File: config.mk
export PLATFORM = sky130hd
export DESIGN_NAME = pkt_bufid_pool
export DESIGN_NICKNAME = d
export VERILOG_FILES = /design/src/hdl/tse_rx_pkg.sv /design/src/hdl/pkt_bufid_pool.sv
export SDC_FILE = /design/constraint.sdc
export NUM_CORES = 2
export LEC_CHECK = 0
export ABC_CLOCK_PERIOD_IN_PS = 6300
export BUFFER_PORTS_ARGS = -buffer_cell sky130_fd_sc_hd__clkbuf_2
export CAP_MARGIN = 15
export CORE_ASPECT_RATIO = 1.5
export CORE_UTILIZATION = 55
export CTS_BUF_LIST = sky130_fd_sc_hd__clkbuf_2
export DETAILED_ROUTE_END_ITERATION = 10
export PLACE_DENSITY = 0.7
export SLEW_MARGIN = 15
export SYNTH_ARGS = -nofsm -noshare
export SYNTH_HDL_FRONTEND = slang
export SYNTH_MEMORY_MAX_BITS = 65536
export SYNTH_SLANG_ARGS = --single-unit
File: constraint.sdc
create_clock -name i_clk -period 6.3 [get_ports i_clk]
set_input_delay 1.26 -clock i_clk [delete_from_list [all_inputs] [get_ports i_clk]]
set_output_delay 1.26 -clock i_clk [all_outputs]
set_load 0.05 [all_outputs]
File: src/hdl/tse_rx_pkg.sv
// tse rx descriptor path, shared widths, descriptor layout and enums

package tse_rx_pkg;

    ////////////////////////////////////////////////////////////
    // widths
    ////////////////////////////////////////////////////////////

    localparam int BUFID_W = 9;
    localparam int DESC_W  = 40;

    ////////////////////////////////////////////////////////////
    // descriptor layout
    ////////////////////////////////////////////////////////////

    // 31-bit body, produced by the header parser
    typedef struct packed {
        logic [13:0] flow_id;    // low bits of destination mac
        logic [2:0]  pri;        // vlan priority, zero when untagged
        logic [3:0]  inport;
        logic [9:0]  frame_len;  // header words times two, saturating
    } desc_body_t;

    // full descriptor, buffer id on top
    typedef struct packed {
        logic [BUFID_W-1:0] bufid;
        desc_body_t         body;
    } desc_t;

    // one header beat
    typedef struct packed {
        logic [15:0] data;
        logic        first;
        logic        last;
    } hdr_word_t;

    ////////////////////////////////////////////////////////////
    // ethernet types
    ////////////////////////////////////////////////////////////

    // network class
    localparam logic [15:0] ETH_TSN_CTRL = 16'h891d;
    localparam logic [15:0] ETH_PTP      = 16'h88f7;
    localparam logic [15:0] ETH_TSMP     = 16'hff01;

    localparam logic [15:0] ETH_INV_MAP  = 16'h1800;
    localparam logic [15:0] ETH_VLAN     = 16'h8100;

    ////////////////////////////////////////////////////////////
    // enums
    ////////////////////////////////////////////////////////////

    // processor served by this port
    typedef enum logic {
        SRC_HCP,
        SRC_SCP
    } src_sel_e;

    typedef enum logic [1:0] {
        ST_IDLE,
        ST_DELAY_HOST,
        ST_DELAY_NET,
        ST_WAIT_ACK
    } send_state_e;

    typedef enum logic [1:0] {
        NONE,
        HOST,
        HCP,
        NET
    } dest_e;

endpackage
File: src/hdl/pkt_bufid_pool.sv
// packet buffer id pool, circular free list filled with sequential ids after reset
`timescale 1ns/1ps

module pkt_bufid_pool #(
    parameter int POOL_DEPTH = 512
) (
    input  logic                           i_clk,
    input  logic                           i_rst_n,
    output logic                           o_bufid_wr,
    output logic [tse_rx_pkg::BUFID_W-1:0] o_bufid,
    input  logic                           i_bufid_ack,
    input  logic                           i_free_wr,
    input  logic [tse_rx_pkg::BUFID_W-1:0] i_free_bufid
);
    import tse_rx_pkg::*;

    localparam int PTR_W = (POOL_DEPTH > 1) ? $clog2(POOL_DEPTH) : 1;
    localparam int CNT_W = $clog2(POOL_DEPTH + 1);
    localparam logic [PTR_W-1:0]   LAST_PTR = PTR_W'(POOL_DEPTH - 1);
    localparam logic [CNT_W-1:0]   FULL_CNT = CNT_W'(POOL_DEPTH);
    localparam logic [BUFID_W-1:0] LAST_ID  = BUFID_W'(POOL_DEPTH - 1);

    logic [BUFID_W-1:0] id_mem [POOL_DEPTH];
    logic [PTR_W-1:0]   rd_ptr;
    logic [PTR_W-1:0]   wr_ptr;
    logic [CNT_W-1:0]   count;
    logic               filling;
    logic [BUFID_W-1:0] fill_id;
    logic               pop;
    logic               push;
    logic               wr_en;
    logic [BUFID_W-1:0] wr_data;

    function automatic logic [PTR_W-1:0] next_ptr(input logic [PTR_W-1:0] ptr);
        return (ptr == LAST_PTR) ? '0 : ptr + 1'b1;
    endfunction

    assign pop     = i_bufid_ack && o_bufid_wr;
    assign push    = i_free_wr && !filling;
    // fill and release share the write port
    assign wr_en   = filling || push;
    assign wr_data = filling ? fill_id : i_free_bufid;

    assign o_bufid_wr = !filling && (count != '0);
    assign o_bufid    = id_mem[rd_ptr];

    ////////////////////////////////////////////////////////////
    // pointers and fill level
    ////////////////////////////////////////////////////////////

    always_ff @(posedge i_clk or negedge i_rst_n) begin
        if (!i_rst_n) begin
            rd_ptr  <= '0;
            wr_ptr  <= '0;
            count   <= '0;
            filling <= 1'b1;
            fill_id <= '0;
        end else begin
            if (filling) begin
                fill_id <= fill_id + 1'b1;
                if (fill_id == LAST_ID) begin
                    filling <= 1'b0;
                end
            end
            if (wr_en) begin
                wr_ptr <= next_ptr(wr_ptr);
            end
            if (pop) begin
                rd_ptr <= next_ptr(rd_ptr);
            end
            case ({wr_en, pop})
                2'b10:   count <= count + 1'b1;
                2'b01:   count <= count - 1'b1;
                default: count <= count;
            endcase
        end
    end

    always_ff @(posedge i_clk) begin
        if (wr_en) begin
            id_mem[wr_ptr] <= wr_data;
        end
    end

    ////////////////////////////////////////////////////////////
    // checks
    ////////////////////////////////////////////////////////////

    // sender only pops when a head id is offered
    a_no_ack_empty: assert property (@(posedge i_clk) disable iff (!i_rst_n)
        i_bufid_ack |-> o_bufid_wr);

    // more releases than ids handed out
    a_no_push_full: assert property (@(posedge i_clk) disable iff (!i_rst_n)
        i_free_wr |-> ((count != FULL_CNT) || pop));

endmodule

Yosys cells after proc, flatten, opt, wreduce, memory -nomap -nowiden. Memory sizes are Yosys's and may differ from the RTL's. Cells that the tools add are included.

Bits in writable memories: 4608. Input bits: 13. Flip-flop bits (word level): 38. Memories kept: 1.

Memory list: id_mem (words 512, bits a word 9, read ports 1, clocked after Yosys merged registers in 0, write ports 1, line pkt_bufid_pool.sv:23) `logic [BUFID_W-1:0] id_mem [POOL_DEPTH];`.

Reduce and logical (&&, ||, !) cells: 7. Add/subtract/negate cells: 5. Equal/unequal tests: 5. Muxes and demuxes: 8.

Operators by type and width (count): adder 9 x 1 -> 9 bit (second input constant) (3); equality test 9 bit (second input constant) (3); 2-to-1 mux 9 bit (3); one-hot mux 10 bit (2 select lines) (1); adder 10 x 1 -> 10 bit (second input constant) (1); nonzero test 10 bit (1); subtractor 10 x 1 -> 10 bit (second input constant) (1); 2-to-1 mux 1 bit (4); logical AND 1 bit (3); equality test 2 x 1 -> 1 bit (second input constant) (1); equality test 2 bit (second input constant) (1); nonzero test 2 bit (1); logical NOT 1 bit (1); logical OR 1 bit (1).

Longest topological paths before layout.
Depth after elaboration: 5. Mapped depth: 14. Mapped depth without buffers: 13.

Least setup slack after synthesis. No wires, ideal clock.

Path type: input to register. Start point: input port i_free_bufid[2] (netlist bit). End point: memory id_mem[0][2], data pin. Required time: 5.385 ns. Arrival time: 4.777 ns. Slack: 0.608 ns. Stages: 1. Path through: mux2_2.

Word-level cells in the longest chain between the ends: 1.

RTL lines: from (decl) (line pkt_bufid_pool.sv:13) `input logic [tse_rx_pkg::BUFID_W-1:0] i_free_bufid`; 2-to-1 mux 9 bit (line pkt_bufid_pool.sv:42) `assign wr_data = filling ? fill_id : i_free_bufid;`; to (decl) (line pkt_bufid_pool.sv:23).

Every way passes these cells.

Final worst setup path.
Start point: register rd_ptr[2]. End point: output port o_bufid[5] (netlist bit).

Word-level cells in the longest chain between the ends: 1.

RTL lines: from (decl) (line pkt_bufid_pool.sv:24) `logic [PTR_W-1:0] rd_ptr;`; from (signal assigned) (line pkt_bufid_pool.sv:69) `rd_ptr <= next_ptr(rd_ptr);`; memory (512 x 9 bit); to (decl) (line pkt_bufid_pool.sv:10) `output logic [tse_rx_pkg::BUFID_W-1:0] o_bufid,`.

Every way passes these cells.

==> flow_summary.json <==
{
  "status": "finished with violations",
  "violations": "negative setup slack",
  "muxShareOfSynthArea": 0.148,
  "grt_antenna_before_repair": 20,
  "final-hold-violation-count": 0,
  "p_leak_nw": 65.2,
  "synth_area_leaders": "edfxtp_1 76%, mux4_2 12%, mux2i_1 1.6%",
  "dp.cells": 13000,
  "min_period_ns": 7.23,
  "crit_slowest_cell": "o21ai_0",
  "syn-num-nets": 8724,
  "grt_max_degree": 189,
  "max_clock_freq_mhz": 138,
  "rsz0062_at_grt": "true",
  "synth_top_family_by_area": "multiplexers",
  "worstSetupPathType": "flop to primary output",
  "clockBufferDepth": 4,
  "syn_area_per_cell_um2": 20.8,
  "critPathTopFamily": "compound AO/OA/AOI/OAI gates",
  "synth_area_leader_cell": "edfxtp_1",
  "vias": 99300,
  "synthesis.area_mm2": 0.181,
  "worstPathRequired_ns": 5.04,
  "htreeDepth": 7,
  "end_kind": "primary output",
  "die_y_um": 705,
  "yosys.area_share.simple": 0.0295,
  "drc": 0,
  "first_pass_iters": 6,
  "seq_area_frac_synth": 0.770,
  "clk_latency_ns": 2.09,
  "ys.flop_type": "edfxtp_1",
  "grt_pass1_wl_um": 748000,
  "worst_pin_slew_ns": 1.35,
  "timing.critical_path.buf_inv": 5,
  "yosys_warnings": 0,
  "coreArea_mm2": 0.327,
  "finalWirelength_um": 536000,
  "fin_ws_ns": -0.930,
  "power_density_mw_per_mm2": 373,
  "synth_cells": 8692,
  "grt.overflow.total": 0,
  "clkTransAtPathRegs_ns": 0.13,
  "synth_top_area_share": 0.765,
  "fin_util": 0.619,
  "clock_sinks": 4646,
  "cpPeakStageDelay_ns": 0.60,
  "initial_core_util": 0.553,
  "max_cap_viol_count": 0,
  "synth_compound_gate_area_share": 0.0312,
  "drtAntennaViolNets": 0,
  "fin_worst_hold_slack_ns": 0.113,
  "dp_worst_setup_slack_ns": -0.291,
  "min-delay-start": "i_free_bufid[4]",
  "synthXorXnorAreaFrac": 0.000919,
  "worstPathCellList": "buf_2 > buf_8 > nand2b_1 > buf_4 > nor2_1 > o21ai_0 > nand2_1 > o211ai_1 > o41ai_4 > a211oi_4 > buf_4 > buf_12",
  "fin_cells": 15000,
  "slew_violations": 0,
  "r2r_start": "filling$_DFF_PN1_",
  "numCtsBuffers": 1043,
  "io_pins": 23,
  "ys_ff_latch": 4646,
  "finalClockSkew_ns": 0.206,
  "dieArea_mm2": 0.331,
  "cts_tree": "built",
  "async_reset_ff_frac": 0.00818,
  "io_buffers": 22,
  "hold_path.class": "primary input to flop",
  "dp_hpwl_um": 331000,
  "max_slew_margin": 0.0988,
  "post_drt_via_cell_ratio": 6.63,
  "setup_violations": 9,
  "first_iter_violations": 13400,
  "fin_setup_tns_ns": -6.23,
  "area_delta_synth_final_pct": 11.9,
  "avgRoutedWirePerCell_um": 35.8,
  "grt_pass1_vias": 101000,
  "cp-start-kind": "flop",
  "fp-row-count": 257,
  "fin_crit_sh": 1.15,
  "layout-drive-gt1-share": 0.343,
  "fin_nets": 9978,
  "place_congestion": 0.932,
  "grt_usage": 0.322,
  "critPathMostFrequentCell": "buf_4",
  "ir_worst_vdd_mv": 0.257,
  "startpoint": "rd_ptr[2]$_DFFE_PN0P_",
  "synth_fa_ha_area_frac": 0.00135,
  "ys_types": 99,
  "crit_fanout": 13,
  "cts_root_buf": "clkbuf_2",
  "die_w_um": 470,
  "critPathArrivalTime_ns": 5.97,
  "synth_edf_count": 4608
}
==> registers in the layout, summed over array words and instances, names as in the netlist <==
name and flops:
id_mem 4608, count 10, fill_id 9, rd_ptr 9, wr_ptr 9, filling 1
==> cell usage in the layout (no fill, tap or decap), types with 27 or more instances in the layout <==
cell       netlist  routed
mux2i_1        298     274
bufinv_16        0      30
a221oi_1        50      37
a22oi_1         89      83
buf_12           9     106
nor2_1         726     711
buf_4           75     501
buf_16           0      35
edfxtp_1      4608    4608
mux4_2         993     994
mux2_2          69      60
nand3_1         31      30
nand2_1        280     259
o21ai_0        166     143
o221ai_1        41      35
mux4_1          28      27
a31oi_1         37      31
a211oi_1        61      45
inv_2            2      45
a21oi_1         70      63
clkbuf_2         0    1500
clkinv_1         0     175
buf_6           73      42
dfrtp_1         37      31
o22ai_1        165     139
==> where the power goes <==
group / leakage [nW] / internal (mW) / switching, mW
clock network: 7.17 / 7.53 / 11.6
logic: 16.1 / 8.66 / 13.5
registers: 41.9 / 34.1 / 0.150
total: 65.2 / 50.3 / 25.2
==> layer usage <==
metal	up-vias	global-route usage	wire length, µm
li1	39300	-	-
met1	51100	0.384	172000
met2	7153	0.517	260000
met3	1714	0.0745	59200
met4	4	0.234	45400
met5	-	0	34
==> stage by stage <==
stage	power, mW	area (µm²)
3_3_place_gp	54.0	188000
4_1_cts	74.5	201000
5_1_grt	77.2	202000
3_5_place_dp	54.2	188000
6_report	75.5	202000
2_1_floorplan	45.9	181000
==> cells by family after synthesis <==
kind of cell / count (synthesis)
xor gates and xnor gates: 19
DFF: 4646
adders and majority gates: 19
muxes: 1388
and+or+nand+nor: 1245
buffers and inverters: 548
AOI/OAI and AO/OA: 827
==> cells in the mapped netlist, types with 9 or more instances <==
cell,n
buf_4,75
xnor2_1,11
mux2i_1,298
nor2b_1,23
a31oi_1,37
nand3_1,31
o22a_1,18
dfrtp_1,37
nor2_1,726
o221ai_1,41
o211ai_1,17
buf_8,11
buf_6,73
and3_1,16
mux4_2,993
buf_2,178
mux4_1,28
a211o_1,10
nor3b_1,11
and2_1,10
nand2_1,280
nand4_1,23
nor4_1,32
a211oi_1,61
nor3_1,29
mux2_2,69
a2111oi_0,15
buf_1,17
o22ai_1,165
nand2b_1,11
clkbuf_1,167
ha_1,18
edfxtp_1,4608
buf_12,9
inv_1,13
a221oi_1,50
a21oi_1,70
a22oi_1,89
o21ai_0,166
==> final timing paths <==
path                                                 end  slack (ns)  cells past startpoint
worst max-delay path                          o_bufid[5]       -0.93                     12
worst min-delay path            id_mem[454][4]$_DFFE_PP_        0.11                      2
worst max register to register  id_mem[193][7]$_DFFE_PP_        1.07                      6
worst min register to register      count[9]$_DFFE_PN0P_        0.53                      1
max in group asynchronous          rd_ptr[4]$_DFFE_PN0P_        5.72                      4
min in group asynchronous              filling$_DFF_PN1_        0.30                      3
==> layout make-up <==
cell class | instances | area, µm²
Multi-Input combinational cell | 3499 | 40000
Tap cell | 4273 | 5350
Clock buffer | 1487 | 7440
Inverter | 15 | 78.8
Timing Repair Buffer | 741 | 8250
Sequential cell | 4646 | 139000
Antenna cell | 17 | 42.5
Clock inverter | 286 | 1930
Fill cell | 22400 | 125000
==> what timing repair did <==
action | CTS | global route
pin swaps | 49 | 55
setup endpoints to repair | 9 | 9
endpoints found under the hold margin | 211 | 0
buffers inserted | 131 | 48
gates resized for setup | 299 | 127
gates cloned | 22 | 5
hold buffers | 11 | 0
No activity file was read; power rests on OpenSTA's default activity.
