$ cat config.mk
export PLATFORM = sky130hd
export DESIGN_NAME = hdr_word_parser
export DESIGN_NICKNAME = d
export VERILOG_FILES = /design/src/hdl/tse_rx_pkg.sv /design/src/hdl/hdr_word_parser.sv
export SDC_FILE = /design/constraint.sdc
export NUM_CORES = 1
export LEC_CHECK = 0
export BUFFER_PORTS_ARGS = -buffer_cell sky130_fd_sc_hd__buf_2
export CORE_ASPECT_RATIO = 1.2
export CORE_MARGIN = 4
export CORE_UTILIZATION = 40
export CTS_BUF_LIST = sky130_fd_sc_hd__clkbuf_2 sky130_fd_sc_hd__clkbuf_4 sky130_fd_sc_hd__clkbuf_8
export CTS_CLUSTER_SIZE = 30
export DETAILED_ROUTE_END_ITERATION = 12
export PLACE_DENSITY = 0.71
export SYNTH_ARGS = -nofsm -noshare
export SYNTH_HDL_FRONTEND = slang
export SYNTH_SLANG_ARGS = --single-unit
export TNS_END_PERCENT = 1
$ cat constraint.sdc
create_clock -name i_clk -period 3.67 [get_ports i_clk]
set_input_delay 0.9175 -clock i_clk [delete_from_list [all_inputs] [get_ports i_clk]]
set_output_delay 0.9175 -clock i_clk [all_outputs]
set_load 0.1 [all_outputs]
$ cat src/hdl/tse_rx_pkg.sv
// tse rx descriptor path, shared widths, descriptor layout and enums

package tse_rx_pkg;

    ////////////////////////////////////////////////////////////
    // widths
    ////////////////////////////////////////////////////////////

    localparam int BUFID_W = 9;
    localparam int DESC_W  = 40;

    ////////////////////////////////////////////////////////////
    // descriptor layout
    ////////////////////////////////////////////////////////////

    // 31-bit body, produced by the header parser
    typedef struct packed {
        logic [13:0] flow_id;    // low bits of destination mac
        logic [2:0]  pri;        // vlan priority, zero when untagged
        logic [3:0]  inport;
        logic [9:0]  frame_len;  // header words times two, saturating
    } desc_body_t;

    // full descriptor, buffer id on top
    typedef struct packed {
        logic [BUFID_W-1:0] bufid;
        desc_body_t         body;
    } desc_t;

    // one header beat
    typedef struct packed {
        logic [15:0] data;
        logic        first;
        logic        last;
    } hdr_word_t;

    ////////////////////////////////////////////////////////////
    // ethernet types
    ////////////////////////////////////////////////////////////

    // network class
    localparam logic [15:0] ETH_TSN_CTRL = 16'h891d;
    localparam logic [15:0] ETH_PTP      = 16'h88f7;
    localparam logic [15:0] ETH_TSMP     = 16'hff01;

    localparam logic [15:0] ETH_INV_MAP  = 16'h1800;
    localparam logic [15:0] ETH_VLAN     = 16'h8100;

    ////////////////////////////////////////////////////////////
    // enums
    ////////////////////////////////////////////////////////////

    // processor served by this port
    typedef enum logic {
        SRC_HCP,
        SRC_SCP
    } src_sel_e;

    typedef enum logic [1:0] {
        ST_IDLE,
        ST_DELAY_HOST,
        ST_DELAY_NET,
        ST_WAIT_ACK
    } send_state_e;

    typedef enum logic [1:0] {
        NONE,
        HOST,
        HCP,
        NET
    } dest_e;

endpackage
$ cat src/hdl/hdr_word_parser.sv
// header word parser, turns a 16-bit header stream into a descriptor body and type
`timescale 1ns/1ps

module hdr_word_parser (
    input  logic                   i_clk,
    input  logic                   i_rst_n,
    input  tse_rx_pkg::hdr_word_t  i_hdr,
    input  logic                   i_hdr_valid,
    input  logic [3:0]             i_inport,
    output logic                   o_desc_valid,
    output tse_rx_pkg::desc_body_t o_desc_body,
    output logic [15:0]            o_eth_type
);
    import tse_rx_pkg::*;

    localparam int CNT_W = 10;
    localparam logic [CNT_W-1:0] CNT_MAX = '1;

    logic [CNT_W-1:0] word_cnt;
    logic [CNT_W-1:0] word_idx;
    logic [CNT_W-1:0] word_num;
    logic             vlan_seen;
    logic             type_seen;
    logic             type_here;
    logic             vlan_here;
    logic             type_done;

    // index of the current beat, first word restarts the count
    assign word_idx = i_hdr.first ? '0 : word_cnt;
    assign word_num = (word_idx == CNT_MAX) ? CNT_MAX : word_idx + 1'b1;

    assign vlan_here = (word_idx == 6) && (i_hdr.data == ETH_VLAN);
    // type sits in word 6, or in word 8 behind a tag
    assign type_here = ((word_idx == 6) && (i_hdr.data != ETH_VLAN)) ||
                       ((word_idx == 8) && vlan_seen);
    assign type_done = (type_seen && !i_hdr.first) || type_here;

    ////////////////////////////////////////////////////////////
    // frame control
    ////////////////////////////////////////////////////////////

    always_ff @(posedge i_clk or negedge i_rst_n) begin
        if (!i_rst_n) begin
            word_cnt     <= '0;
            vlan_seen    <= 1'b0;
            type_seen    <= 1'b0;
            o_desc_valid <= 1'b0;
        end else begin
            o_desc_valid <= 1'b0;
            if (i_hdr_valid) begin
                word_cnt <= word_num;
                if (i_hdr.first) begin
                    vlan_seen <= 1'b0;
                    type_seen <= 1'b0;
                end
                if (vlan_here) begin
                    vlan_seen <= 1'b1;
                end
                if (type_here) begin
                    type_seen <= 1'b1;
                end
                // short frames without a type word send nothing
                if (i_hdr.last) begin
                    o_desc_valid <= type_done;
                end
            end
        end
    end

    ////////////////////////////////////////////////////////////
    // field capture
    ////////////////////////////////////////////////////////////

    always_ff @(posedge i_clk) begin
        if (i_hdr_valid) begin
            if (i_hdr.first) begin
                o_desc_body.inport <= i_inport;
                o_desc_body.pri    <= '0;
            end
            if (word_idx == 2) begin
                o_desc_body.flow_id <= i_hdr.data[13:0];
            end
            if ((word_idx == 7) && vlan_seen) begin
                o_desc_body.pri <= i_hdr.data[15:13];
            end
            if (type_here) begin
                o_eth_type <= i_hdr.data;
            end
            if (i_hdr.last) begin
                o_desc_body.frame_len <= word_num[CNT_W-1] ? 10'h3ff
                                                           : {word_num[8:0], 1'b0};
            end
        end
    end

endmodule

# Word-level counts from Yosys, hierarchy flattened
# Cells that the tools add are included.
dict set report classes {
  n_reduce_logical 18
  muxes 10
  add_sub_neg 1
  eq_ne 7
}
# cell n
set op_table {}
lappend op_table {{equality test 10 x 3 -> 1 bit (second input constant)} 2}
lappend op_table {{two-way mux 10 bit} 2}
lappend op_table {{equality test 16 bit (second input constant)} 1}
lappend op_table {{inequality test 16 bit (second input constant)} 1}
lappend op_table {{AND reduction 2 bit} 7}
lappend op_table {{adder 10 x 1 -> 10 bit (second input constant)} 1}
lappend op_table {{equality test 10 bit (second input constant)} 1}
lappend op_table {{equality test 10 x 2 -> 1 bit (second input constant)} 1}
lappend op_table {{equality test 10 x 4 -> 1 bit (second input constant)} 1}
lappend op_table {{two-way mux 7 bit} 1}
lappend op_table {{two-way mux 1 bit} 6}
lappend op_table {{nonzero test 2 bit} 3}
lappend op_table {{logical AND 1 bit} 5}
lappend op_table {{two-way mux 3 bit} 1}
lappend op_table {{logical OR 1 bit} 2}
lappend op_table {{logical NOT 1 bit} 1}
dict set report word_totals {
  ff_bits 60
  out_inout_bits 48
}

# Logic depth before layout (Yosys ltp)
# Gate-level depths: netlist of the first run.
dict set report logic_depth {
  ltp_word 7
  mapped_depth 8
  ltp_nobuf 7
}

# Worst setup path after synthesis of the first run
# OpenSTA, ideal clock, no wires.
dict set report synth_timing {
  kind {input-to-reg}
  from {in i_hdr[1] (netlist name)}
  to {reg o_eth_type[0] (enable)}
  path_stages 7
  arrival_ps 2643
  path_slack_ps 633
  path_buffers 1
  required_time_ps 3276
  cell_sequence {clkbuf_1 -> inv_1 -> nand2_1 -> ha_1 -> and3b_1 -> nand4b_1 -> a21oi_1}
}
dict set report synth_via {
  elab_chain_cells 5
  elab_cells_between_ends 7
  classes_between {2 x eq/ne; 1 x mux; 4 x reduce/logical}
}
# element line
set synth_rtl {}
lappend synth_rtl {{start, declared} hdr_word_parser.sv:7} ;# input tse_rx_pkg::hdr_word_t i_hdr,
lappend synth_rtl {{two-way mux 10 bit *} hdr_word_parser.sv:29} ;# assign word_idx = i_hdr.first ? '0 : word_cnt;
lappend synth_rtl {{equality test 10 x 3 -> 1 bit or equality test 10 x 4 -> 1 bit (tied branches)} {hdr_word_parser.sv:34, hdr_word_parser.sv:35}}
lappend synth_rtl {{logical AND 1 bit (on tied branches)} {hdr_word_parser.sv:34, hdr_word_parser.sv:35}}
lappend synth_rtl {{logical OR 1 bit *} hdr_word_parser.sv:34} ;# assign type_here = ((word_idx == 6) && (i_hdr.data != ETH_VLAN)) ||
lappend synth_rtl {{AND reduction 2 bit (no source line) *} n/a}
lappend synth_rtl {{end signal, assigned} hdr_word_parser.sv:87} ;# o_eth_type <= i_hdr.data;
lappend synth_rtl {{end, declared} hdr_word_parser.sv:12} ;# output logic [15:0] o_eth_type
# Every way passes the cells marked *; elsewhere a longest branch is shown, timed or not.
# A chain may end at the register's enable or synchronous reset.

# Worst setup path in the final report of the first run
dict set report layout_timing {
  from {reg word_cnt[6]}
  to {reg o_desc_body[28] (netlist name) (enable)}
}
dict set report layout_via {
  elab_chain_cells 3
}
# element line
set layout_rtl {}
lappend layout_rtl {{start, declared} hdr_word_parser.sv:19} ;# logic [CNT_W-1:0] word_cnt;
lappend layout_rtl {{start signal, assigned} hdr_word_parser.sv:51} ;# word_cnt <= word_num;
lappend layout_rtl {{two-way mux 10 bit} hdr_word_parser.sv:29}
lappend layout_rtl {{equality test 10 x 2 -> 1 bit} hdr_word_parser.sv:80} ;# if (word_idx == 2) begin
lappend layout_rtl {{AND reduction 2 bit (no source line)} n/a}
lappend layout_rtl {{end, declared} hdr_word_parser.sv:11} ;# output tse_rx_pkg::desc_body_t o_desc_body,
# No other way between the ends.

==> flow_summary.yaml, run 1 <==
run_status:
  outcome: "completed"
floorplan:
  chipWidth_um: 78.6
  dieArea_mm2: 0.00728
  io_pins: 73
  start_util_pct: 41.6
  die_y_um: 92.7
  core_area_mm2: 0.00574
  rows: 30
critical_path:
  worst_path_largest_cell_delay_ps: 680
  r2r_start: "word_cnt[6]$_DFFE_PN0P_"
  setup.worst_path.end: "o_desc_body[28]$_DFFE_PP_"
  r2r_cells: 3
  worstSetupEndpointType: "flop"
  crit_chain: "or4_4, nor4_4, and4b_1"
  critPathRequiredTime_ps: 3630
  cp-startpoint: "word_cnt[6]$_DFFE_PN0P_"
  crit_fanout: 14
  startpoint_type: "flop"
  slowest_stage: "and4b_1"
  rr_endpoint: "o_desc_body[28]$_DFFE_PP_"
  critPathKind: "flop to flop"
  r2r_slack_ps: 1370
  cp_data_arrival_time_ps: 2270
synthesis:
  yosysTopAreaCell: "edfxtp_1"
  synth-edff-count: 47
  post_synth.cell_area_avg_um2: 14.5
  syn_inst: 165
  synth.top_cell.area_share_pct: 59.1
  synthTopCellsByArea: "edfxtp_1 (59%), dfrtp_1 (14%), nand2_1 (1.9%)"
  yosysSeqAreaShare_pct: 72.7
  synthArstFlopShare_pct: 21.7
  synth_warnings: 0
  ys.flop_type: "edfxtp_1"
  synthesis.nets: 191
  synth_cell_types: 41
  netlist_area_mm2: 0.00239
  synth-seq-cells: 60
global_routing:
  antenna_found_initial: 0
  grt_first_pass_wirelength_um: 8090
  overflow: 0
  first_global_vias: 1655
  grt.total_usage_pct: 14.6
  grt_max_degree: 18
route:
  firstDrtPassIters: 5
  wl_per_cell_um: 15.4
  dr_total_vias: 1619
  first_iter_violations: 96
  vias_per_cell: 4.97
  ant_nets: 0
  drcViolationCount: 0
  drt_wl_total_um: 5020
cells_and_area:
  final_cell_area_mm2: 0.00304
  seq_area_mm2: 0.00174
  final_net_count: 267
  syn_to_final_growth_pct: 27.1
  drive_gt1_share_pct: 40.2
  antenna_cells: 0
  fillers: 508
  multi_input_area_um2: 584
  fin_util_pct: 52.9
timing:
  setup_viol: 0
  max_freq_mhz: 434
  clock_skew_ps: 8.38
  finalCriticalPeriod_ps: 2300
  hold_viol: 0
  slew_violations: 0
  relSlewSlack_pct: 55.9
  grt_setup_unrepaired: "no"
  period_share_pct: 62.8
  tightest_slew_ps: 658
  setup-tns-final_ps: 0
place:
  port_buffers: 72
  place_congestion: 0.847
  place_area_mm2: 0.00282
  post-dp-hpwl_um: 3690
job:
  drv_cap: 0
clock_network:
  clockBufferDepth: 2
  h-tree-depth: 3
  clock_latency_ps: 330
  cts_hold_buf: 0
  numCtsBuffers: 9
  post_cts_buffers: 0
  cts.sinks: 60
  post_cts_resize_count: 0
  cts_tree: "done"
  clkTransAtPathRegs_ps: 70
  cts_root_buf: "clkbuf_8"
pwr:
  peakVddDrop_uv: 328
  leakage_uw: 0.00125
  p_per_area_mw_per_mm2: 536
worst_hold_path:
  hold_class: "primary input to async pin"
-- power by group --
| group | total, uW | internal (uW) | leakage, uW | switching (uW) |
|---|---|---|---|---|
| clock network | 637 | 379 | 0.000109 | 257 |
| registers | 788 | 761 | 0.000602 | 27.1 |
| logic | 204 | 46.2 | 0.000537 | 158 |
-- worst min-delay path by stage --
| stage | endpoint | cells past startpoint | startpoint |
|---|---|---|---|
| after floorplan | vlan_seen$_DFFE_PN0P_ | 2 | vlan_seen$_DFFE_PN0P_ |
| after global placement | vlan_seen$_DFFE_PN0P_ | 2 | vlan_seen$_DFFE_PN0P_ |
| after detailed placement | vlan_seen$_DFFE_PN0P_ | 2 | vlan_seen$_DFFE_PN0P_ |
| after CTS | word_cnt[3]$_DFFE_PN0P_ | 1 | i_rst_n |
| after global routing | word_cnt[3]$_DFFE_PN0P_ | 1 | i_rst_n |
| final | word_cnt[3]$_DFFE_PN0P_ | 1 | i_rst_n |
-- through the flow --
step	std cells	power [uW]	setup slack (ps)	hold WS, ps
final	326	1630	1370	476
after floorplan	165	959	633	462
after global placement	310	1000	1150	503
after global routing	326	1690	1230	482
after detailed placement	310	1010	1090	519
after CTS	326	1640	1340	466
-- cells in the mapped netlist, types with 2 or more instances --
cell and instances:
a21oi_1 6, nor4_1 2, nand4_1 2, nand2_1 12, nor4b_1 2, nand3_1 6, buf_2 3, nor2_1 9
o22a_1 2, clkbuf_1 4, nor3_1 4, inv_1 7, nor2b_1 2, edfxtp_1 47, inv_2 2, o21ai_0 8
dfrtp_1 13, xor2_1 3, nand2b_1 2, a31oi_1 6, and4b_1 3
-- logic make-up (layout without fill, tap and decap cells) --
logic type	after synthesis	after routing	synth area share, %
and+or+nand+nor	53	53	13.6
DFF	60	60	72.7
buffers and inverters	17	98	2.88
AOI/OAI and AO/OA	30	30	8.90
xor gates and xnor gates	4	4	1.47
adders and majority gates	1	1	0.523
-- layout by cell type, fill, tap and decap left out, types with 3 or more instances in the layout --
cell,count
edfxtp_1,47
o21ai_0,8
nand3_1,6
nor2_1,9
clkbuf_8,9
a31oi_1,6
xor2_1,3
a21oi_1,6
buf_2,72
clkinv_2,3
inv_1,7
and4b_1,3
nor3_1,4
nand2_1,12
dfrtp_1,13
-- state kept, by name, indices dropped and copies added, names as in the netlist --
name and count:
o_desc_body 31, o_eth_type 16, word_cnt 10, o_desc_valid 1, type_seen 1, vlan_seen 1
-- metal layers --
layer | wire [um] | GRT usage [%] | up-vias
met2 | 2400 | 22.9 | 79
met4 | 80 | 7.73 | 0
met1 | 2120 | 17.8 | 752
met5 | 0 | 0 | -
met3 | 421 | 4.86 | 9
li1 | - | - | 779
-- final cells by class --
cell class / count / area share [%]
Timing Repair Buffer: 73 / 12.1
Clock buffer: 9 / 4.08
Multi-Input combinational cell: 88 / 19.2
Clock inverter: 7 / 3.01
Sequential cell: 60 / 57.2
Inverter: 9 / 1.11
Tap cell: 80 / 3.29
-- critical path, delay by kind of cell, from the launching register on --
family	cells	cell delay (ps)
and+or+nand+nor	3	1490
DFF	1	440
No activity file was read; power rests on OpenSTA's default activity.
==> inputs of run 2 (changes only) <==
ABC_AREA = 1   (was unset)
PLACE_DENSITY = 0.7   (was 0.71)
clock period = 2.37 ns   (was 3.67 ns; I/O delays follow)
==> flow_summary.yaml, run 2 <==
clock_network:
  h-tree-depth: 3
  cts.sinks: 60
  post_cts_resize_count: 0
  clock_latency_ps: 340
  post_cts_buffers: 0
  numCtsBuffers: 9
  cts_tree: "done"
  cts_root_buf: "clkbuf_8"
  clkTransAtPathRegs_ps: 70
  cts_hold_buf: 0
  clockBufferDepth: 2
global_routing:
  grt_max_degree: 22
  antenna_found_initial: 0
  overflow: 0
  grt_first_pass_wirelength_um: 7580
  first_global_vias: 1663
  grt.total_usage_pct: 13.9
timing:
  tightest_slew_ps: 501
  finalCriticalPeriod_ps: 1720
  setup-tns-final_ps: 0
  setup_viol: 0
  period_share_pct: 72.7
  relSlewSlack_pct: 66.8
  grt_setup_unrepaired: "no"
  max_freq_mhz: 580
  clock_skew_ps: 8.32
  hold_viol: 0
  slew_violations: 0
critical_path:
  r2r_slack_ps: 700
  slowest_stage: "buf_2"
  worstSetupEndpointType: "flop"
  crit_chain: "buf_2, inv_4, nand2_1, ha_1, nand2_1, nor2_1, nand3_1, nand2_1, nand2_1, inv_1, buf_12"
  critPathKind: "primary input to flop"
  crit_fanout: 16
  cp_top_family: "buffers and inverters"
  critPathRequiredTime_ps: 2420
  startpoint_type: "primary input"
  cpMostUsedCell: "nand2_1"
  worst_path_largest_cell_delay_ps: 200
  crit_buf_inv: 4
  cp_data_arrival_time_ps: 1780
cells_and_area:
  regMostFlops: "o_desc_body"
  largest_reg_flops: 31
  drive_gt1_share_pct: 34.5
  antenna_cells: 0
  final_common_cell: "buf_2"
  final_cell_area_mm2: 0.00314
  fin_util_pct: 52.2
  fillers: 556
  mostFrequentLayoutCells: "buf_2 (72), nand2_1 (52), edfxtp_1 (47)"
  syn_to_final_growth_pct: 27.3
  final_net_count: 325
  reg_top3: "o_desc_body (31), o_eth_type (16), word_cnt (10)"
synthesis:
  netlist_area_mm2: 0.00246
  synth_cell_types: 26
  synth_warnings: 0
  synth-seq-cells: 60
  synth.top_cell.area_share_pct: 57.3
  ys.flop_type: "edfxtp_1"
  synthArstFlopShare_pct: 21.7
  yosysSeqAreaShare_pct: 70.5
  syn_inst: 216
  post-synth-top-count-cell: "nand2_1"
  synth-edff-count: 47
  yosys-top-cells-count: "nand2_1 (52), edfxtp_1 (47), nor2_1 (36)"
  post_synth.cell_area_avg_um2: 11.4
  yosysTopAreaCell: "edfxtp_1"
  synthTopCellsByArea: "edfxtp_1 (57%), dfrtp_1 (13%), nand2_1 (7.9%)"
  synthesis.nets: 242
route:
  drcViolationCount: 0
  wl_per_cell_um: 12.5
  dr_total_vias: 1743
  drt_wl_total_um: 4820
  firstDrtPassIters: 4
  vias_per_cell: 4.52
  first_iter_violations: 60
  ant_nets: 0
worst_hold_path:
  hold_class: "primary input to async pin"
place:
  place_area_mm2: 0.00294
  post-dp-hpwl_um: 3620
  port_buffers: 72
  place_congestion: 0.895
floorplan:
  core_area_mm2: 0.00601
  chipWidth_um: 79.7
  dieArea_mm2: 0.00749
  io_pins: 73
  die_y_um: 94.0
  start_util_pct: 41.0
  rows: 31
run_status:
  outcome: "completed"
pwr:
  leakage_uw: 0.00143
  peakVddDrop_uv: 423
  p_per_area_mw_per_mm2: 777
job:
  drv_cap: 0
## run 2: cell types whose count changed in the layout (fill, tap and decap cells not counted), sizes merged, moves of 3 or more
cell   delta
a21oi     -6
and4b     -3
inv      +16
nand2    +45
nand3     +5
nor2     +32
nor3      -4
nor4      -3
xor2      -3
## run 2: stage by stage
| stage | instances | total power (uW) | hold slack (ps) | worst slack [ps] |
|---|---|---|---|---|
| final | 386 | 2440 | 138 | 647 |
| after global routing | 386 | 2550 | 142 | 479 |
| after CTS | 386 | 2470 | 129 | 639 |
| after detailed placement | 370 | 1560 | 477 | 285 |
| after global placement | 370 | 1560 | 488 | 329 |
| after floorplan | 216 | 1480 | 297 | 359 |
## run 2: path summary, 6_finish.rpt
check / from / to / cells after the start
setup / recovery: i_hdr[1] / o_eth_type[6]$_DFFE_PP_ / 11
hold / removal: i_rst_n / word_cnt[9]$_DFFE_PN0P_ / 1
setup reg to reg: word_cnt[6]$_DFFE_PN0P_ / o_eth_type[6]$_DFFE_PP_ / 7
hold reg to reg: type_seen$_DFFE_PN0P_ / type_seen$_DFFE_PN0P_ / 2
max in group asynchronous: i_rst_n / o_desc_valid$_DFF_PN0_ / 1
min in group i_clk: i_inport[0] / o_desc_body[10]$_DFFE_PP_ / 1
## run 2: area by class of cell
cell class	count	area, um^2	share of cell area, %
clock inverter	7	75.1	2.39
sequential	60	1740	55.4
multi-input combinational	129	614	19.6
timing repair buffer	74	388	12.4
clock buffer	9	124	3.95
inverter	25	96.3	3.07
tap	82	103	3.27
## run 2: report_power, final
group	total, uW	switching, uW	internal [uW]
clock	904	415	489
combinational	323	254	68.9
sequential	1210	28.0	1180
total	2440	697	1740
## run 2: kinds of logic (layout without fill, tap and decap cells)
logic type	Yosys count	count (layout)	share of synthesized area [%]
AO/OA/AOI/OAI	11	11	2.64
AND/OR/NAND/NOR	117	117	21.8
flip-flops	60	60	70.5
adder cells (fa/ha/maj)	1	1	0.508
buffers and inverters	27	115	4.62
## run 2: metal layers
layer  track usage (%)  wire length, um
met3              4.89              355
met2              22.2             2410
met4              7.59              100
met1              16.1             1950
met5                 0                0
