<file path="config.mk">
export PLATFORM = sky130hd
export DESIGN_NAME = descriptor_send
export DESIGN_NICKNAME = d
export VERILOG_FILES = /design/src/hdl/tse_rx_pkg.sv /design/src/hdl/descriptor_send.sv
export SDC_FILE = /design/constraint.sdc
export NUM_CORES = 1
export LEC_CHECK = 0
export BUFFER_PORTS_ARGS = -buffer_cell sky130_fd_sc_hd__buf_2
export CELL_PAD_IN_SITES_DETAIL_PLACEMENT = 0
export CELL_PAD_IN_SITES_GLOBAL_PLACEMENT = 2
export CORE_UTILIZATION = 27
export CTS_BUF_LIST = sky130_fd_sc_hd__clkbuf_8 sky130_fd_sc_hd__clkbuf_16
export CTS_CLUSTER_DIAMETER = 80
export DETAILED_ROUTE_END_ITERATION = 12
export GPL_TIMING_DRIVEN = 0
export PLACE_DENSITY_LB_ADDON = 0.1
export SYNTH_ARGS = -nofsm -noshare
export SYNTH_HDL_FRONTEND = slang
export SYNTH_SLANG_ARGS = --single-unit
</file>
<file path="constraint.sdc">
create_clock -name i_clk -period 2.1 [get_ports i_clk]
set_clock_uncertainty 0.05 [all_clocks]
set_input_delay 0.105 -clock i_clk [delete_from_list [all_inputs] [get_ports i_clk]]
set_output_delay 0.105 -clock i_clk [all_outputs]
set_load 0.02 [all_outputs]
</file>
<file path="src/hdl/tse_rx_pkg.sv">
// tse rx descriptor path, shared widths, descriptor layout and enums

package tse_rx_pkg;

    ////////////////////////////////////////////////////////////
    // widths
    ////////////////////////////////////////////////////////////

    localparam int BUFID_W = 9;
    localparam int DESC_W  = 40;

    ////////////////////////////////////////////////////////////
    // descriptor layout
    ////////////////////////////////////////////////////////////

    // 31-bit body, produced by the header parser
    typedef struct packed {
        logic [13:0] flow_id;    // low bits of destination mac
        logic [2:0]  pri;        // vlan priority, zero when untagged
        logic [3:0]  inport;
        logic [9:0]  frame_len;  // header words times two, saturating
    } desc_body_t;

    // full descriptor, buffer id on top
    typedef struct packed {
        logic [BUFID_W-1:0] bufid;
        desc_body_t         body;
    } desc_t;

    // one header beat
    typedef struct packed {
        logic [15:0] data;
        logic        first;
        logic        last;
    } hdr_word_t;

    ////////////////////////////////////////////////////////////
    // ethernet types
    ////////////////////////////////////////////////////////////

    // network class
    localparam logic [15:0] ETH_TSN_CTRL = 16'h891d;
    localparam logic [15:0] ETH_PTP      = 16'h88f7;
    localparam logic [15:0] ETH_TSMP     = 16'hff01;

    localparam logic [15:0] ETH_INV_MAP  = 16'h1800;
    localparam logic [15:0] ETH_VLAN     = 16'h8100;

    ////////////////////////////////////////////////////////////
    // enums
    ////////////////////////////////////////////////////////////

    // processor served by this port
    typedef enum logic {
        SRC_HCP,
        SRC_SCP
    } src_sel_e;

    typedef enum logic [1:0] {
        ST_IDLE,
        ST_DELAY_HOST,
        ST_DELAY_NET,
        ST_WAIT_ACK
    } send_state_e;

    typedef enum logic [1:0] {
        NONE,
        HOST,
        HCP,
        NET
    } dest_e;

endpackage
</file>
<file path="src/hdl/descriptor_send.sv">
// descriptor sender, joins body and buffer id, delays, routes and holds until ack
`timescale 1ns/1ps

module descriptor_send #(
    parameter tse_rx_pkg::src_sel_e FROM_SRC = tse_rx_pkg::SRC_HCP,
    parameter int                   TX_DELAY = 16
) (
    input  logic                           i_clk,
    input  logic                           i_rst_n,
    input  logic                           i_desc_valid,
    input  tse_rx_pkg::desc_body_t         i_desc_body,
    input  logic [15:0]                    i_eth_type,
    input  logic                           i_bufid_wr,
    input  logic [tse_rx_pkg::BUFID_W-1:0] i_bufid,
    output logic                           o_bufid_ack,
    output tse_rx_pkg::desc_t              o_desc,
    output tse_rx_pkg::dest_e              o_desc_wr,
    output logic                           o_inv_map_flag,
    input  logic                           i_desc_ack,
    output tse_rx_pkg::send_state_e        o_state,
    output logic [15:0]                    o_drop_cnt
);
    import tse_rx_pkg::*;

    localparam int DLY_W = (TX_DELAY > 0) ? $clog2(TX_DELAY + 1) : 1;
    localparam logic [DLY_W-1:0] DLY_LAST = DLY_W'(TX_DELAY);
    // network class goes to the processor on the other side
    localparam dest_e NET_DEST = (FROM_SRC == SRC_HCP) ? NET : HCP;

    send_state_e      state;
    logic [DLY_W-1:0] dly_cnt;
    logic             accept;
    logic             net_type;
    logic             inv_type;

    if (DESC_W != $bits(desc_t)) begin : g_width_check
        $error("descriptor struct width differs from DESC_W");
    end

    assign accept   = (state == ST_IDLE) && i_desc_valid && i_bufid_wr;
    assign net_type = i_eth_type inside {ETH_TSN_CTRL, ETH_PTP, ETH_TSMP};
    assign inv_type = (i_eth_type == ETH_INV_MAP);
    assign o_state  = state;

    ////////////////////////////////////////////////////////////
    // send fsm
    ////////////////////////////////////////////////////////////

    always_ff @(posedge i_clk or negedge i_rst_n) begin
        if (!i_rst_n) begin
            state          <= ST_IDLE;
            dly_cnt        <= '0;
            o_bufid_ack    <= 1'b0;
            o_desc_wr      <= NONE;
            o_inv_map_flag <= 1'b0;
            o_drop_cnt     <= '0;
        end else begin
            // pops the pool head one cycle after accept
            o_bufid_ack <= accept;
            // busy or no free id
            if (i_desc_valid && !accept) begin
                o_drop_cnt <= o_drop_cnt + 1'b1;
            end
            case (state)
                ST_IDLE: begin
                    dly_cnt <= '0;
                    if (accept) begin
                        o_inv_map_flag <= inv_type;
                        state          <= net_type ? ST_DELAY_NET : ST_DELAY_HOST;
                    end
                end
                ST_DELAY_HOST, ST_DELAY_NET: begin
                    if (dly_cnt == DLY_LAST) begin
                        o_desc_wr <= (state == ST_DELAY_NET) ? NET_DEST : HOST;
                        state     <= ST_WAIT_ACK;
                    end else begin
                        dly_cnt <= dly_cnt + 1'b1;
                    end
                end
                ST_WAIT_ACK: begin
                    if (i_desc_ack) begin
                        o_desc_wr      <= NONE;
                        o_inv_map_flag <= 1'b0;
                        state          <= ST_IDLE;
                    end
                end
                default: begin
                    o_desc_wr <= NONE;
                    state     <= ST_IDLE;
                end
            endcase
        end
    end

    // descriptor payload, kept until the next accept
    always_ff @(posedge i_clk) begin
        if (accept) begin
            o_desc.bufid <= i_bufid;
            o_desc.body  <= i_desc_body;
        end
    end

    ////////////////////////////////////////////////////////////
    // checks
    ////////////////////////////////////////////////////////////

    // one pop per accepted descriptor
    a_ack_pulse: assert property (@(posedge i_clk) disable iff (!i_rst_n)
        o_bufid_ack |=> !o_bufid_ack);

    // write held steady toward the destination until acknowledged
    a_desc_hold: assert property (@(posedge i_clk) disable iff (!i_rst_n)
        ((o_desc_wr != NONE) && !i_desc_ack) |=>
            ($stable(o_desc) && (o_desc_wr == $past(o_desc_wr))));

endmodule

</file>
# Word level (Yosys, flattened, before mapping)
# Index checks and enable logic that the tools add are counted.
[totals] reg_bits=67 latch_bits=0 ramBits=0 mem_bits_ro=0 inputBits=61 output_inout_bits=62 memories=0
[classes] addsub=2 multipliers=0 div=0 n_lt_le_gt_ge=0 n_eq_ne=12 shift=0 n_mux=13 bitwise=0 reduce_logical=14
[ops] operator="== test 16 bit (second input constant)" count=3
[ops] operator="adder 16 x 1 -> 16 bit (second input constant)" count=1
[ops] operator="== test 16 x 13 -> 1 bit (second input constant)" count=1
[ops] operator="2-to-1 mux 2 bit" count=6
[ops] operator="one-hot mux 5 bit (2 select lines)" count=1
[ops] operator="AND reduction 3 bit" count=3
[ops] operator="inequality test 2 bit (second input constant)" count=4
[ops] operator="one-hot mux 2 bit (3 select lines)" count=1
[ops] operator="nonzero test 2 bit" count=3
[ops] operator="adder 5 x 1 -> 5 bit (second input constant)" count=1
[ops] operator="== test 5 bit (second input constant)" count=1
[ops] operator="2-to-1 mux 5 bit" count=1
[ops] operator="== test 2 bit (second input constant)" count=2
[ops] operator="one-hot mux 2 bit (2 select lines)" count=1
[ops] operator="logical AND 1 bit" count=3
[ops] operator="nonzero test 3 bit" count=1
[ops] operator="== test 2 x 1 -> 1 bit (second input constant)" count=1
[ops] operator="logical NOT 2 bit" count=1
[ops] operator="2-to-1 mux 1 bit" count=2
[ops] operator="one-hot mux 1 bit (2 select lines)" count=1
[ops] operator="AND reduction 2 bit" count=1
[ops] operator="OR reduction 2 bit" count=1
[ops] operator="logical NOT 1 bit" count=1

# Longest topological paths before layout
# Gate-level depths: netlist (run 1).
[logic_depth] word_depth=5 depth_mapped=6

# Worst setup path before layout (run 1)
# No wires, ideal clock.
[synth_path] kind="register to register" start="register state[0] (netlist: o_state[0])" end="register o_inv_map_flag" setup_time_ns=0.132 t_arrival_ns=2.294 setup_slack_ns=-0.376 stages_incl_launch_ff=6 n_path_buf=0 path_cell_list="dfrtp_1 inv_1 ha_1 and3_1 mux2i_1 o21ai_0"
[synth_between] elab_chain_cells=5
[synth_rtl] element="start: declaration" line_no="descriptor_send.sv:30" rtl="send_state_e state;"
[synth_rtl] element="start signal: assignment" line_no="descriptor_send.sv:69" rtl="state <= net_type ? ST_DELAY_NET : ST_DELAY_HOST;"
[synth_rtl] element="logical NOT 2 bit" line_no="descriptor_send.sv:40" rtl="assign accept = (state == ST_IDLE) && i_desc_valid && i_bufid_wr;"
[synth_rtl] element="logical AND 1 bit (2 in a row)" line_no="descriptor_send.sv:40"
[synth_rtl] element="net accept" line_no="descriptor_send.sv:32" rtl="logic accept;"
[synth_rtl] element="inequality test 2 bit (no line)"
[synth_rtl] element="AND reduction 3 bit (no line)"
[synth_rtl] element="end signal: assignment" line_no="descriptor_send.sv:68" rtl="o_inv_map_flag <= inv_type;"
[synth_rtl] element="end: declaration" line_no="descriptor_send.sv:18" rtl="output logic o_inv_map_flag,"
# The timed path passes the listed nets, and every way through them passes these cells.
# A chain may end at the register's enable or synchronous reset.

# Worst setup path after layout (run 1)
[layout_path] start="register state[0] (netlist: o_state[0])" end="register state[1] (netlist: o_state[1])"
[layout_between] elab_chain_cells=5
[layout_rtl] element="logical NOT 2 bit" line_no="descriptor_send.sv:40, descriptor_send.sv:64"
[layout_rtl] element="logical AND 1 bit (2 in a row)" line_no="descriptor_send.sv:40"
[layout_rtl] element="inequality test 2 bit (no line)"
[layout_rtl] element="AND reduction 3 bit (no line)"
# Several ways; a longest one is shown, not always the timed one.

==> out/qor.yml, run 1 <==
status: "complete, no violations"
peakVddDrop_uv: 407
r2r_end: "o_state[1]"
core_area_mm2: 0.00973
grt_pass1_wl_um: 10100
startpoint_type: "register"
rsz0062_at_grt: "false"
cts_buffer_depth: 2
vias: 2112
drc: 0
busiest_layer: "met2"
drt-total-wl_um: 6940
clk-insertion-delay-late_ps: 350
min_period_ps: 1840
synthTopCellsByArea: "edfxtp_1, dfrtp_1, ha_1"
synth_area_mm2: 0.00269
via_per_inst: 4.28
crit_type: "register to register"
die_h_um: 102
rrSetupSlack_ps: 260
synth_warnings: 0
nFillCells: 968
portBuffers: 122
grt_overflow: 0
rr_worst_depth: 5
antenna_cells: 0
tightest_slew_ps: 672
grt_usage_pct: 13.2
die_area_mm2: 0.0104
cts_tree: "done"
cp_max_fo: 5
post_dp_cell_area_mm2: 0.00347
nets: 423
dp_hpwl_um: 4450
maxCapViolCount: 0
cp.arrival_ps: 2030
ios: 123
htree_levels: 3
clkTransAtPathRegs_ps: 80
setup_violations: 0
final_area_mm2: 0.00413
r2r-start: "o_state[0]"
firstDrtPassIters: 4
ys_types: 36
cts_root_buffer: "clkbuf_8"
start_util_pct: 27.6
antenna_found_initial: 0
hold_depth: 3
synth-seq-cells: 67
end_kind: "register"
gr-usage-met3_pct: 4.83
critPathRequiredTime_ps: 2290
cts.sinks: 67
syn_avg_cell_area_um2: 15.1
clock.fmax_mhz: 545
period_share_pct: 87.4
layout-drive-gt1-share_pct: 41.7
synthCells: 178
drtIter0Drc: 67
min_path_type: "input pin to register"
die_w_um: 102
leakage_nw: 1.83
min_to: "o_state[0]"
routabilityCongestion: 0.703
p_per_area_mw_per_mm2: 1080
tns_ps: 0
post-route-util_pct: 42.5
hold_viol_final: 0
wl_per_cell_um: 14.1
synth_seq_area_share_pct: 69.8
ant_nets: 0
synth_top_area_cell: "edfxtp_1"
rows: 36
grt_max_degree: 43
met2_usage_pct: 20.4
synthesis.nets: 246
min-delay-start: "i_eth_type[12]"
slew_headroom_pct: 55.2
netlist.area_leader.share_pct: 44.7
met1_usage_pct: 16.6
critical_path.startpoint: "o_state[0]"
finalMaxSlewViolations: 0
syn2layout_area_growth_pct: 53.7
grt_pass1_vias: 2027
cts_inserted_buffers: 9
==> worst max-delay path, cell delays in order (launching register included) <==
cell and delay, ps:
dfrtp_1 400, inv_1 100, ha_1 400, a221oi_4 360, o311ai_0 210, o21a_1 210
==> repair_timing <==
| item | 4_1_cts | 5_1_grt |
|---|---|---|
| buffers inserted | 0 | 1 |
| gates cloned | 0 | 1 |
| hold buffers | 42 | 0 |
| hold endpoints to repair | 68 | 0 |
| gates resized for setup | 1 | 4 |
| pin swaps | 1 | 2 |
| endpoints found under the setup margin | 41 | 7 |
==> logic make-up (layout without fill, tap and decap cells) <==
logic type | count (synthesis) | count (layout) | synth area share, %
compound gates | 15 | 15 | 5.17
xor+xnor | 18 | 18 | 5.86
fa+ha+maj | 7 | 7 | 3.26
buf+inv | 7 | 188 | 0.977
flops | 67 | 67 | 69.8
mux | 6 | 6 | 2.33
simple gates | 58 | 59 | 12.6
==> through the flow <==
step | hold slack, ps | cells | worst slack (ps) | power, mW
floorplan | -241 | 178 | 78.1 | 2.75
CTS | 33.1 | 491 | 3.06 | 4.47
detailed placement | 141 | 433 | -208 | 3.17
finish | 34.0 | 493 | 264 | 4.44
global placement | 141 | 433 | -186 | 3.18
global route | 53.3 | 493 | 91.1 | 4.73
==> routing by layer <==
layer  wire length (um)  vias up
met5                  0        -
met4                125        0
met3                533       10
met2               3180       95
met1               3100      989
li1                   -     1018
==> power by group <==
| part | internal (mW) | leakage, nW | switching [mW] | total, mW |
|---|---|---|---|---|
| Combinational | 0.605 | 1.01 | 0.784 | 1.39 |
| Clock | 0.676 | 0.114 | 0.546 | 1.22 |
| Sequential | 1.64 | 0.708 | 0.196 | 1.83 |
==> sequential cells by signal (all words and copies together), names as in the netlist <==
name and flops:
o_inv_map_flag 1, o_state 2, o_drop_cnt 16, o_desc 40, dly_cnt 5, o_desc_wr 2, o_bufid_ack 1
==> cell usage after synthesis, drive strengths merged <==
cell type,number
a2111oi,1
a21boi,2
a21oi,2
a221oi,1
a22o,1
and2,1
and3,2
and4,3
and4b,1
clkbuf,1
dfrtp,27
edfxtp,40
ha,7
inv,6
mux2,2
mux2i,4
nand2,11
nand2b,2
nand3,13
nand4,6
nand4bb,1
nor2,6
nor2b,1
nor3,5
nor3b,2
nor4,2
nor4b,2
o211ai,1
o21a,1
o21ai,4
o2bb2ai,1
o311ai,1
xnor2,9
xor2,9
==> area by class of cell <==
cell class / count / area (um2) / share of cell area, %
clock inverter: 7 / 100 / 2.42
tap: 133 / 166 / 4.03
timing repair buffer: 165 / 1040 / 25.1
buffer: 1 / 5.00 / 0.121
multi-input combinational: 105 / 801 / 19.4
sequential: 67 / 1880 / 45.4
inverter: 6 / 22.5 / 0.545
clock buffer: 9 / 124 / 3.00
==> cells in the final DEF, fill, tap and decap left out, drive strengths merged, types with 7 or more instances in the layout <==
cell type,Yosys,routed
nand2,11,11
dfrtp,27,27
xor2,9,9
dlygate4sd3,0,42
inv,6,7
buf,0,123
clkbuf,1,10
nand3,13,13
edfxtp,40,40
xnor2,9,9
ha,7,7
==> worst max-delay path by stage <==
| stage | to | slack (ps) | cells after the start |
|---|---|---|---|
| after floorplan | o_inv_map_flag | 80 | 5 |
| after global placement | o_inv_map_flag | -190 | 5 |
| after detailed placement | o_inv_map_flag | -210 | 5 |
| after CTS | o_drop_cnt[15] | 3 | 6 |
| after global routing | o_drop_cnt[13] | 90 | 7 |
| final | o_state[1] | 260 | 5 |
(Power assumes the default switching activity.)
==> run 2, diff against run 1 <==
- RECOVER_POWER: unset -> 25
==> out/qor.yml, run 2 (synthesis gave the netlist of run 1 again) <==
ant_nets: 0  # unchanged
cts_inserted_buffers: 9  # unchanged
post-route-util_pct: 42.5  # unchanged
cts_buffer_depth: 2  # unchanged
critPathRequiredTime_ps: 2290  # about the same
leakage_nw: 1.83  # about the same
vias: 2112  # unchanged
switching_share_pct: 34.3  # about the same
pwr-share-clk_pct: 27.5  # about the same
syn2layout_area_growth_pct: 53.7  # unchanged
nets: 423  # unchanged
power.switching_mw: 1.53  # about the same
p_per_area_mw_per_mm2: 1080  # about the same
htree_levels: 3  # unchanged
portBuffers: 122  # unchanged
setup_violations: 0  # unchanged
cts.sinks: 67  # unchanged
via_per_inst: 4.28  # unchanged
top_regs: "o_desc (40), o_drop_cnt (16), dly_cnt (5)"  # unchanged
die_w_um: 102  # unchanged
clk-insertion-delay-late_ps: 350  # about the same
clkTransAtPathRegs_ps: 80  # about the same
drc: 0  # unchanged
die_h_um: 102  # unchanged
mostFrequentLayoutCells: "buf_2, dlygate4sd3_1, edfxtp_1"  # unchanged
slew_headroom_pct: 50.1  # was 55.2%
hold_viol_final: 0  # unchanged
wl_per_cell_um: 14.1  # about the same
crit_type: "register to register"  # unchanged
drt-total-wl_um: 6940  # about the same
grt_pass1_vias: 2027  # unchanged
regArea_mm2: 0.00188  # unchanged
p_comb_share_pct: 31.3  # about the same
end_kind: "register"  # unchanged
max_flop_register: "o_desc"  # unchanged
cts_root_buffer: "clkbuf_8"  # unchanged
nFillCells: 968  # unchanged
tightest_slew_ps: 749  # was 672 ps
drtIter0Drc: 67  # unchanged
rows: 36  # unchanged
grt_usage_pct: 13.2  # unchanged
layout-drive-gt1-share_pct: 41.7  # unchanged
peakVddDrop_uv: 407  # about the same
min_period_ps: 1840  # unchanged
start_util_pct: 27.6  # unchanged
tns_ps: 0  # unchanged
p_seq_share_pct: 41.2  # about the same
status: "complete, no violations"  # unchanged
cp_max_fo: 5  # unchanged
clock.fmax_mhz: 545  # unchanged
grt_max_degree: 43  # unchanged
firstDrtPassIters: 4  # unchanged
holdWs_ps: 34.1  # was 34.0 ps
antenna_cells: 0  # unchanged
core_area_mm2: 0.00973  # unchanged
cts_tree: "done"  # unchanged
antenna_found_initial: 0  # unchanged
largest_reg_flops: 40  # unchanged
period_share_pct: 87.4  # unchanged
min_path_type: "input pin to register"  # unchanged
total_power_mw: 4.44  # about the same
grt_overflow: 0  # unchanged
cp.arrival_ps: 2030  # about the same
routabilityCongestion: 0.703  # unchanged
multi_input_area_um2: 801  # unchanged
finalMaxSlewViolations: 0  # unchanged
startpoint_type: "register"  # unchanged
grt_pass1_wl_um: 10100  # unchanged
ios: 123  # unchanged
rsz0062_at_grt: "false"  # unchanged
layout_commonest_cell: "buf_2"  # unchanged
dp_hpwl_um: 4450  # unchanged
die_area_mm2: 0.0104  # unchanged
internal-power_mw: 2.92  # about the same
maxCapViolCount: 0  # unchanged
-- run 2: layout make-up --
class                   count  share of cell area [%]
plain buffers               1                   0.121
clock buffers               9                    3.00
clock inverters             7                    2.42
inverters                   6                   0.545
multi-input cells         105                    19.4
flip-flops and latches     67                    45.4
well taps                 133                    4.03
repair buffers            165                    25.1
-- run 2: worst paths after layout --
| path | cells after the start | slack [ps] | from | to |
|---|---|---|---|---|
| worst max-delay path | 5 | 260 | o_state[0] | o_state[1] |
| worst min-delay path | 3 | 30 | i_eth_type[12] | o_state[0] |
| worst max register to register | 5 | 260 | o_state[0] | o_state[1] |
| worst min register to register | 1 | 410 | o_drop_cnt[15] | o_drop_cnt[15] |
| max in group asynchronous | 2 | 1190 | i_rst_n | o_bufid_ack |
| min in group asynchronous | 2 | 320 | i_rst_n | o_drop_cnt[6] |
-- run 2: metal layers --
layer	track usage [%]	share of wire, %	vias up
met5	0	0	-
met4	5.80	1.8	0
met3	4.83	7.7	10
met2	20.4	46	95
met1	16.6	45	989
li1	-	-	1018
-- run 2: repair_timing --
action                     4_1_cts  5_1_grt
setup endpoints to repair       41        7
gates resized for setup          1        4
hold endpoints to repair        68        0
setup buffers                    0        1
cloned                           0        1
pin swaps                        1        2
hold buffers                    42        0
-- run 2: power groups by stage --
stage	sequential, mW	clock [mW]	combinational [mW]
3_3_place_gp	1.86	0	1.32
4_1_cts	1.84	1.25	1.38
3_5_place_dp	1.86	0	1.31
6_report	1.83	1.22	1.39
5_1_grt	1.87	1.32	1.54
2_1_floorplan	2.03	0	0.716
-- run 2: stage by stage --
step / setup slack [ps] / cells / instance area, um2
2_1_floorplan: 78.1 / 178 / 2690
3_3_place_gp: -186 / 433 / 3470
3_5_place_dp: -208 / 433 / 3470
4_1_cts: 3.06 / 491 / 4120
5_1_grt: 91.1 / 493 / 4130
6_report: 264 / 493 / 4130
-- run 2: worst max-delay path, cell delays in order, from the launching register on --
cell and delay (ps):
dfrtp_1 400, inv_1 100, ha_1 400, a221oi_4 360, o311ai_0 210, o21a_1 210
==> run 3, diff against run 2 <==
--- a/config.mk
+++ b/config.mk
@@ -10,3 +10,3 @@
 export CELL_PAD_IN_SITES_GLOBAL_PLACEMENT = 2
-export CORE_UTILIZATION = 27
+export CORE_UTILIZATION = 32
 export CTS_BUF_LIST = sky130_fd_sc_hd__clkbuf_8 sky130_fd_sc_hd__clkbuf_16
==> constraint.sdc (replaced) <==
create_clock -name i_clk -period 2.2 [get_ports i_clk]
set_clock_uncertainty 0.05 [all_clocks]
set_input_delay 0.22 -clock i_clk [delete_from_list [all_inputs] [get_ports i_clk]]
set_output_delay 0.22 -clock i_clk [all_outputs]
set_load 0.02 [all_outputs]
==> out/qor.yml, run 3 (synthesis gave the netlist of run 1 again) <==
cts.sinks: 67  # unchanged
rows: 33  # was 36
clk-insertion-delay-late_ps: 330  # was 350 ps
maxCapViolCount: 1  # was 0
peakVddDrop_uv: 588  # was 407 uV
end_kind: "register"  # unchanged
rrSetupSlack_ps: 190  # was 260 ps
clock.fmax_mhz: 498  # was 545 MHz
antenna_cells: 0  # unchanged
nets: 419  # was 423
cts_inserted_buffers: 9  # unchanged
met2_usage_pct: 24.5  # was 20.4%
layout_commonest_cell: "buf_2"  # unchanged
gr-usage-met3_pct: 3.24  # was 4.83%
firstDrtPassIters: 4  # unchanged
mostFrequentLayoutCells: "buf_2, dlygate4sd3_1, edfxtp_1"  # unchanged
cp_max_fo: 7  # was 5
ios: 123  # unchanged
rsz0062_at_grt: "false"  # unchanged
drc: 0  # unchanged
core_area_mm2: 0.00818  # was 0.00973 mm2
grt_usage_pct: 14.7  # was 13.2%
die_area_mm2: 0.00877  # was 0.0104 mm2
finalMaxSlewViolations: 28  # was 0
hold_viol_final: 0  # unchanged
period_share_pct: 91.2  # was 87.4%
routabilityCongestion: 0.723  # was 0.703
total_power_mw: 4.18  # was 4.44 mW
crit_type: "register to register"  # unchanged
switching_share_pct: 33.7  # was 34.3%
leakage_nw: 1.81  # was 1.83 nW
p_comb_share_pct: 30.9  # was 31.3%
die_w_um: 93.7  # was 102 um
pwr-share-clk_pct: 27.5  # about the same
die_h_um: 93.7  # was 102 um
fin_ws_ps: 193  # was 264 ps
largest_reg_flops: 40  # unchanged
post_dp_cell_area_mm2: 0.00343  # was 0.00347 mm2
cts_root_buffer: "clkbuf_8"  # unchanged
layout-drive-gt1-share_pct: 40.7  # was 41.7%
clkTransAtPathRegs_ps: 80  # about the same
cts_buffer_depth: 2  # unchanged
max_flop_register: "o_desc"  # unchanged
tightest_slew_ps: 1530  # was 749 ps
setup_violations: 0  # unchanged
drtIter0Drc: 25  # was 67
busiest_layer: "met2"  # unchanged
final_area_mm2: 0.00406  # was 0.00413 mm2
ant_nets: 0  # unchanged
cp.arrival_ps: 2220  # was 2030 ps
p_per_area_mw_per_mm2: 1030  # was 1080 mW/mm2
dp_slack_ps: -109  # was -208 ps
grt_max_degree: 43  # unchanged
startpoint_type: "register"  # unchanged
grt_pass1_wl_um: 9730  # was 10100 um
cts_tree: "done"  # unchanged
internal-power_mw: 2.77  # was 2.92 mW
status: "finished with violations"  # was complete, no violations
wl_per_cell_um: 13.6  # was 14.1 um
start_util_pct: 32.9  # was 27.6%
drt-total-wl_um: 6270  # was 6940 um
violations: "capacitance limit, slew limit"
antenna_found_initial: 0  # unchanged
min_path_type: "input pin to register"  # unchanged
grt_overflow: 0  # unchanged
vias: 2048  # was 2112
htree_levels: 3  # unchanged
critPathRequiredTime_ps: 2410  # was 2290 ps
portBuffers: 122  # unchanged
dp_hpwl_um: 4460  # was 4450 um
top_regs: "o_desc (40), o_drop_cnt (16), dly_cnt (5)"  # unchanged
grt_pass1_vias: 1972  # was 2027
p_seq_share_pct: 41.6  # was 41.2%
via_per_inst: 4.44  # was 4.28
met1_usage_pct: 18.3  # was 16.6%
min_period_ps: 2010  # was 1840 ps
holdWs_ps: 21.8  # was 34.1 ps
syn2layout_area_growth_pct: 50.9  # was 53.7%
power.switching_mw: 1.41  # was 1.53 mW
slew_headroom_pct: -2.03  # was 50.1%
run 3: cell count changes in the layout (fill, tap and decap cells not counted), moves of 2 or more:
cell	delta
dlygate4sd3_1	-2
clkbuf_2	-2
clkbuf_1	+2
clkinv_4	-2
run 3: area by class of cell:
| class | instances | area [um2] |
|---|---|---|
| flip-flops and latches | 67 | 1880 |
| clock inverters | 7 | 98.8 |
| fillers | 758 | 4120 |
| clock buffers | 9 | 124 |
| inverters | 6 | 22.5 |
| repair buffers | 162 | 1010 |
| multi-input cells | 104 | 791 |
| well taps | 105 | 131 |
| plain buffers | 1 | 3.75 |
run 3: worst paths after layout:
| check | start | end | depth (start not counted) |
|---|---|---|---|
| min | i_desc_body[7] | o_desc[7] | 1 |
| max in group asynchronous | i_rst_n | o_state[1] | 2 |
| max reg2reg | o_state[0] | o_drop_cnt[15] | 6 |
| min in group asynchronous | i_rst_n | o_drop_cnt[11] | 2 |
| min reg2reg | o_drop_cnt[15] | o_drop_cnt[15] | 1 |
| max | o_state[0] | o_drop_cnt[15] | 6 |
run 3: timing repair:
| item | in CTS | in global routing |
|---|---|---|
| buffers inserted | 0 | 0 |
| resized for setup | 1 | 0 |
| hold buffers | 35 | 5 |
| setup endpoints to repair | 41 | 0 |
| endpoints found under the hold margin | 61 | 5 |
run 3: through the flow:
| step | setup TNS [ps] | util [%] | instances |
|---|---|---|---|
| finish | 0 | 49.6 | 461 |
| global route | 0 | 49.6 | 461 |
| CTS | 0 | 49.0 | 456 |
| detailed placement | -892 | 42.0 | 405 |
| global placement | -74.6 | 42.0 | 405 |
| floorplan | 0 | - | 178 |
run 3: metal layers:
| metal | routed length (um) | vias to the layer above | share of wire, % |
|---|---|---|---|
| met1 | 2730 | 967 | 44 |
| met4 | 94 | 0 | 1.5 |
| met5 | 0 | - | 0 |
| li1 | - | 1016 | - |
| met3 | 309 | 9 | 4.9 |
| met2 | 3130 | 56 | 50 |
run 3: critical path: stages (launching register included):
cell,delay (ps)
dfrtp_1,390
inv_1,100
ha_1,300
a21boi_4,240
nand4_1,350
nor3_1,330
xor2_1,170
run 3: power by group through the flow:
stage	Combinational, mW	Clock [mW]	Sequential (mW)
6_report	1.29	1.15	1.74
5_1_grt	1.44	1.25	1.77
4_1_cts	1.31	1.19	1.74
3_5_place_dp	1.25	0	1.77
3_3_place_gp	1.24	0	1.77
2_1_floorplan	0.684	0	1.94
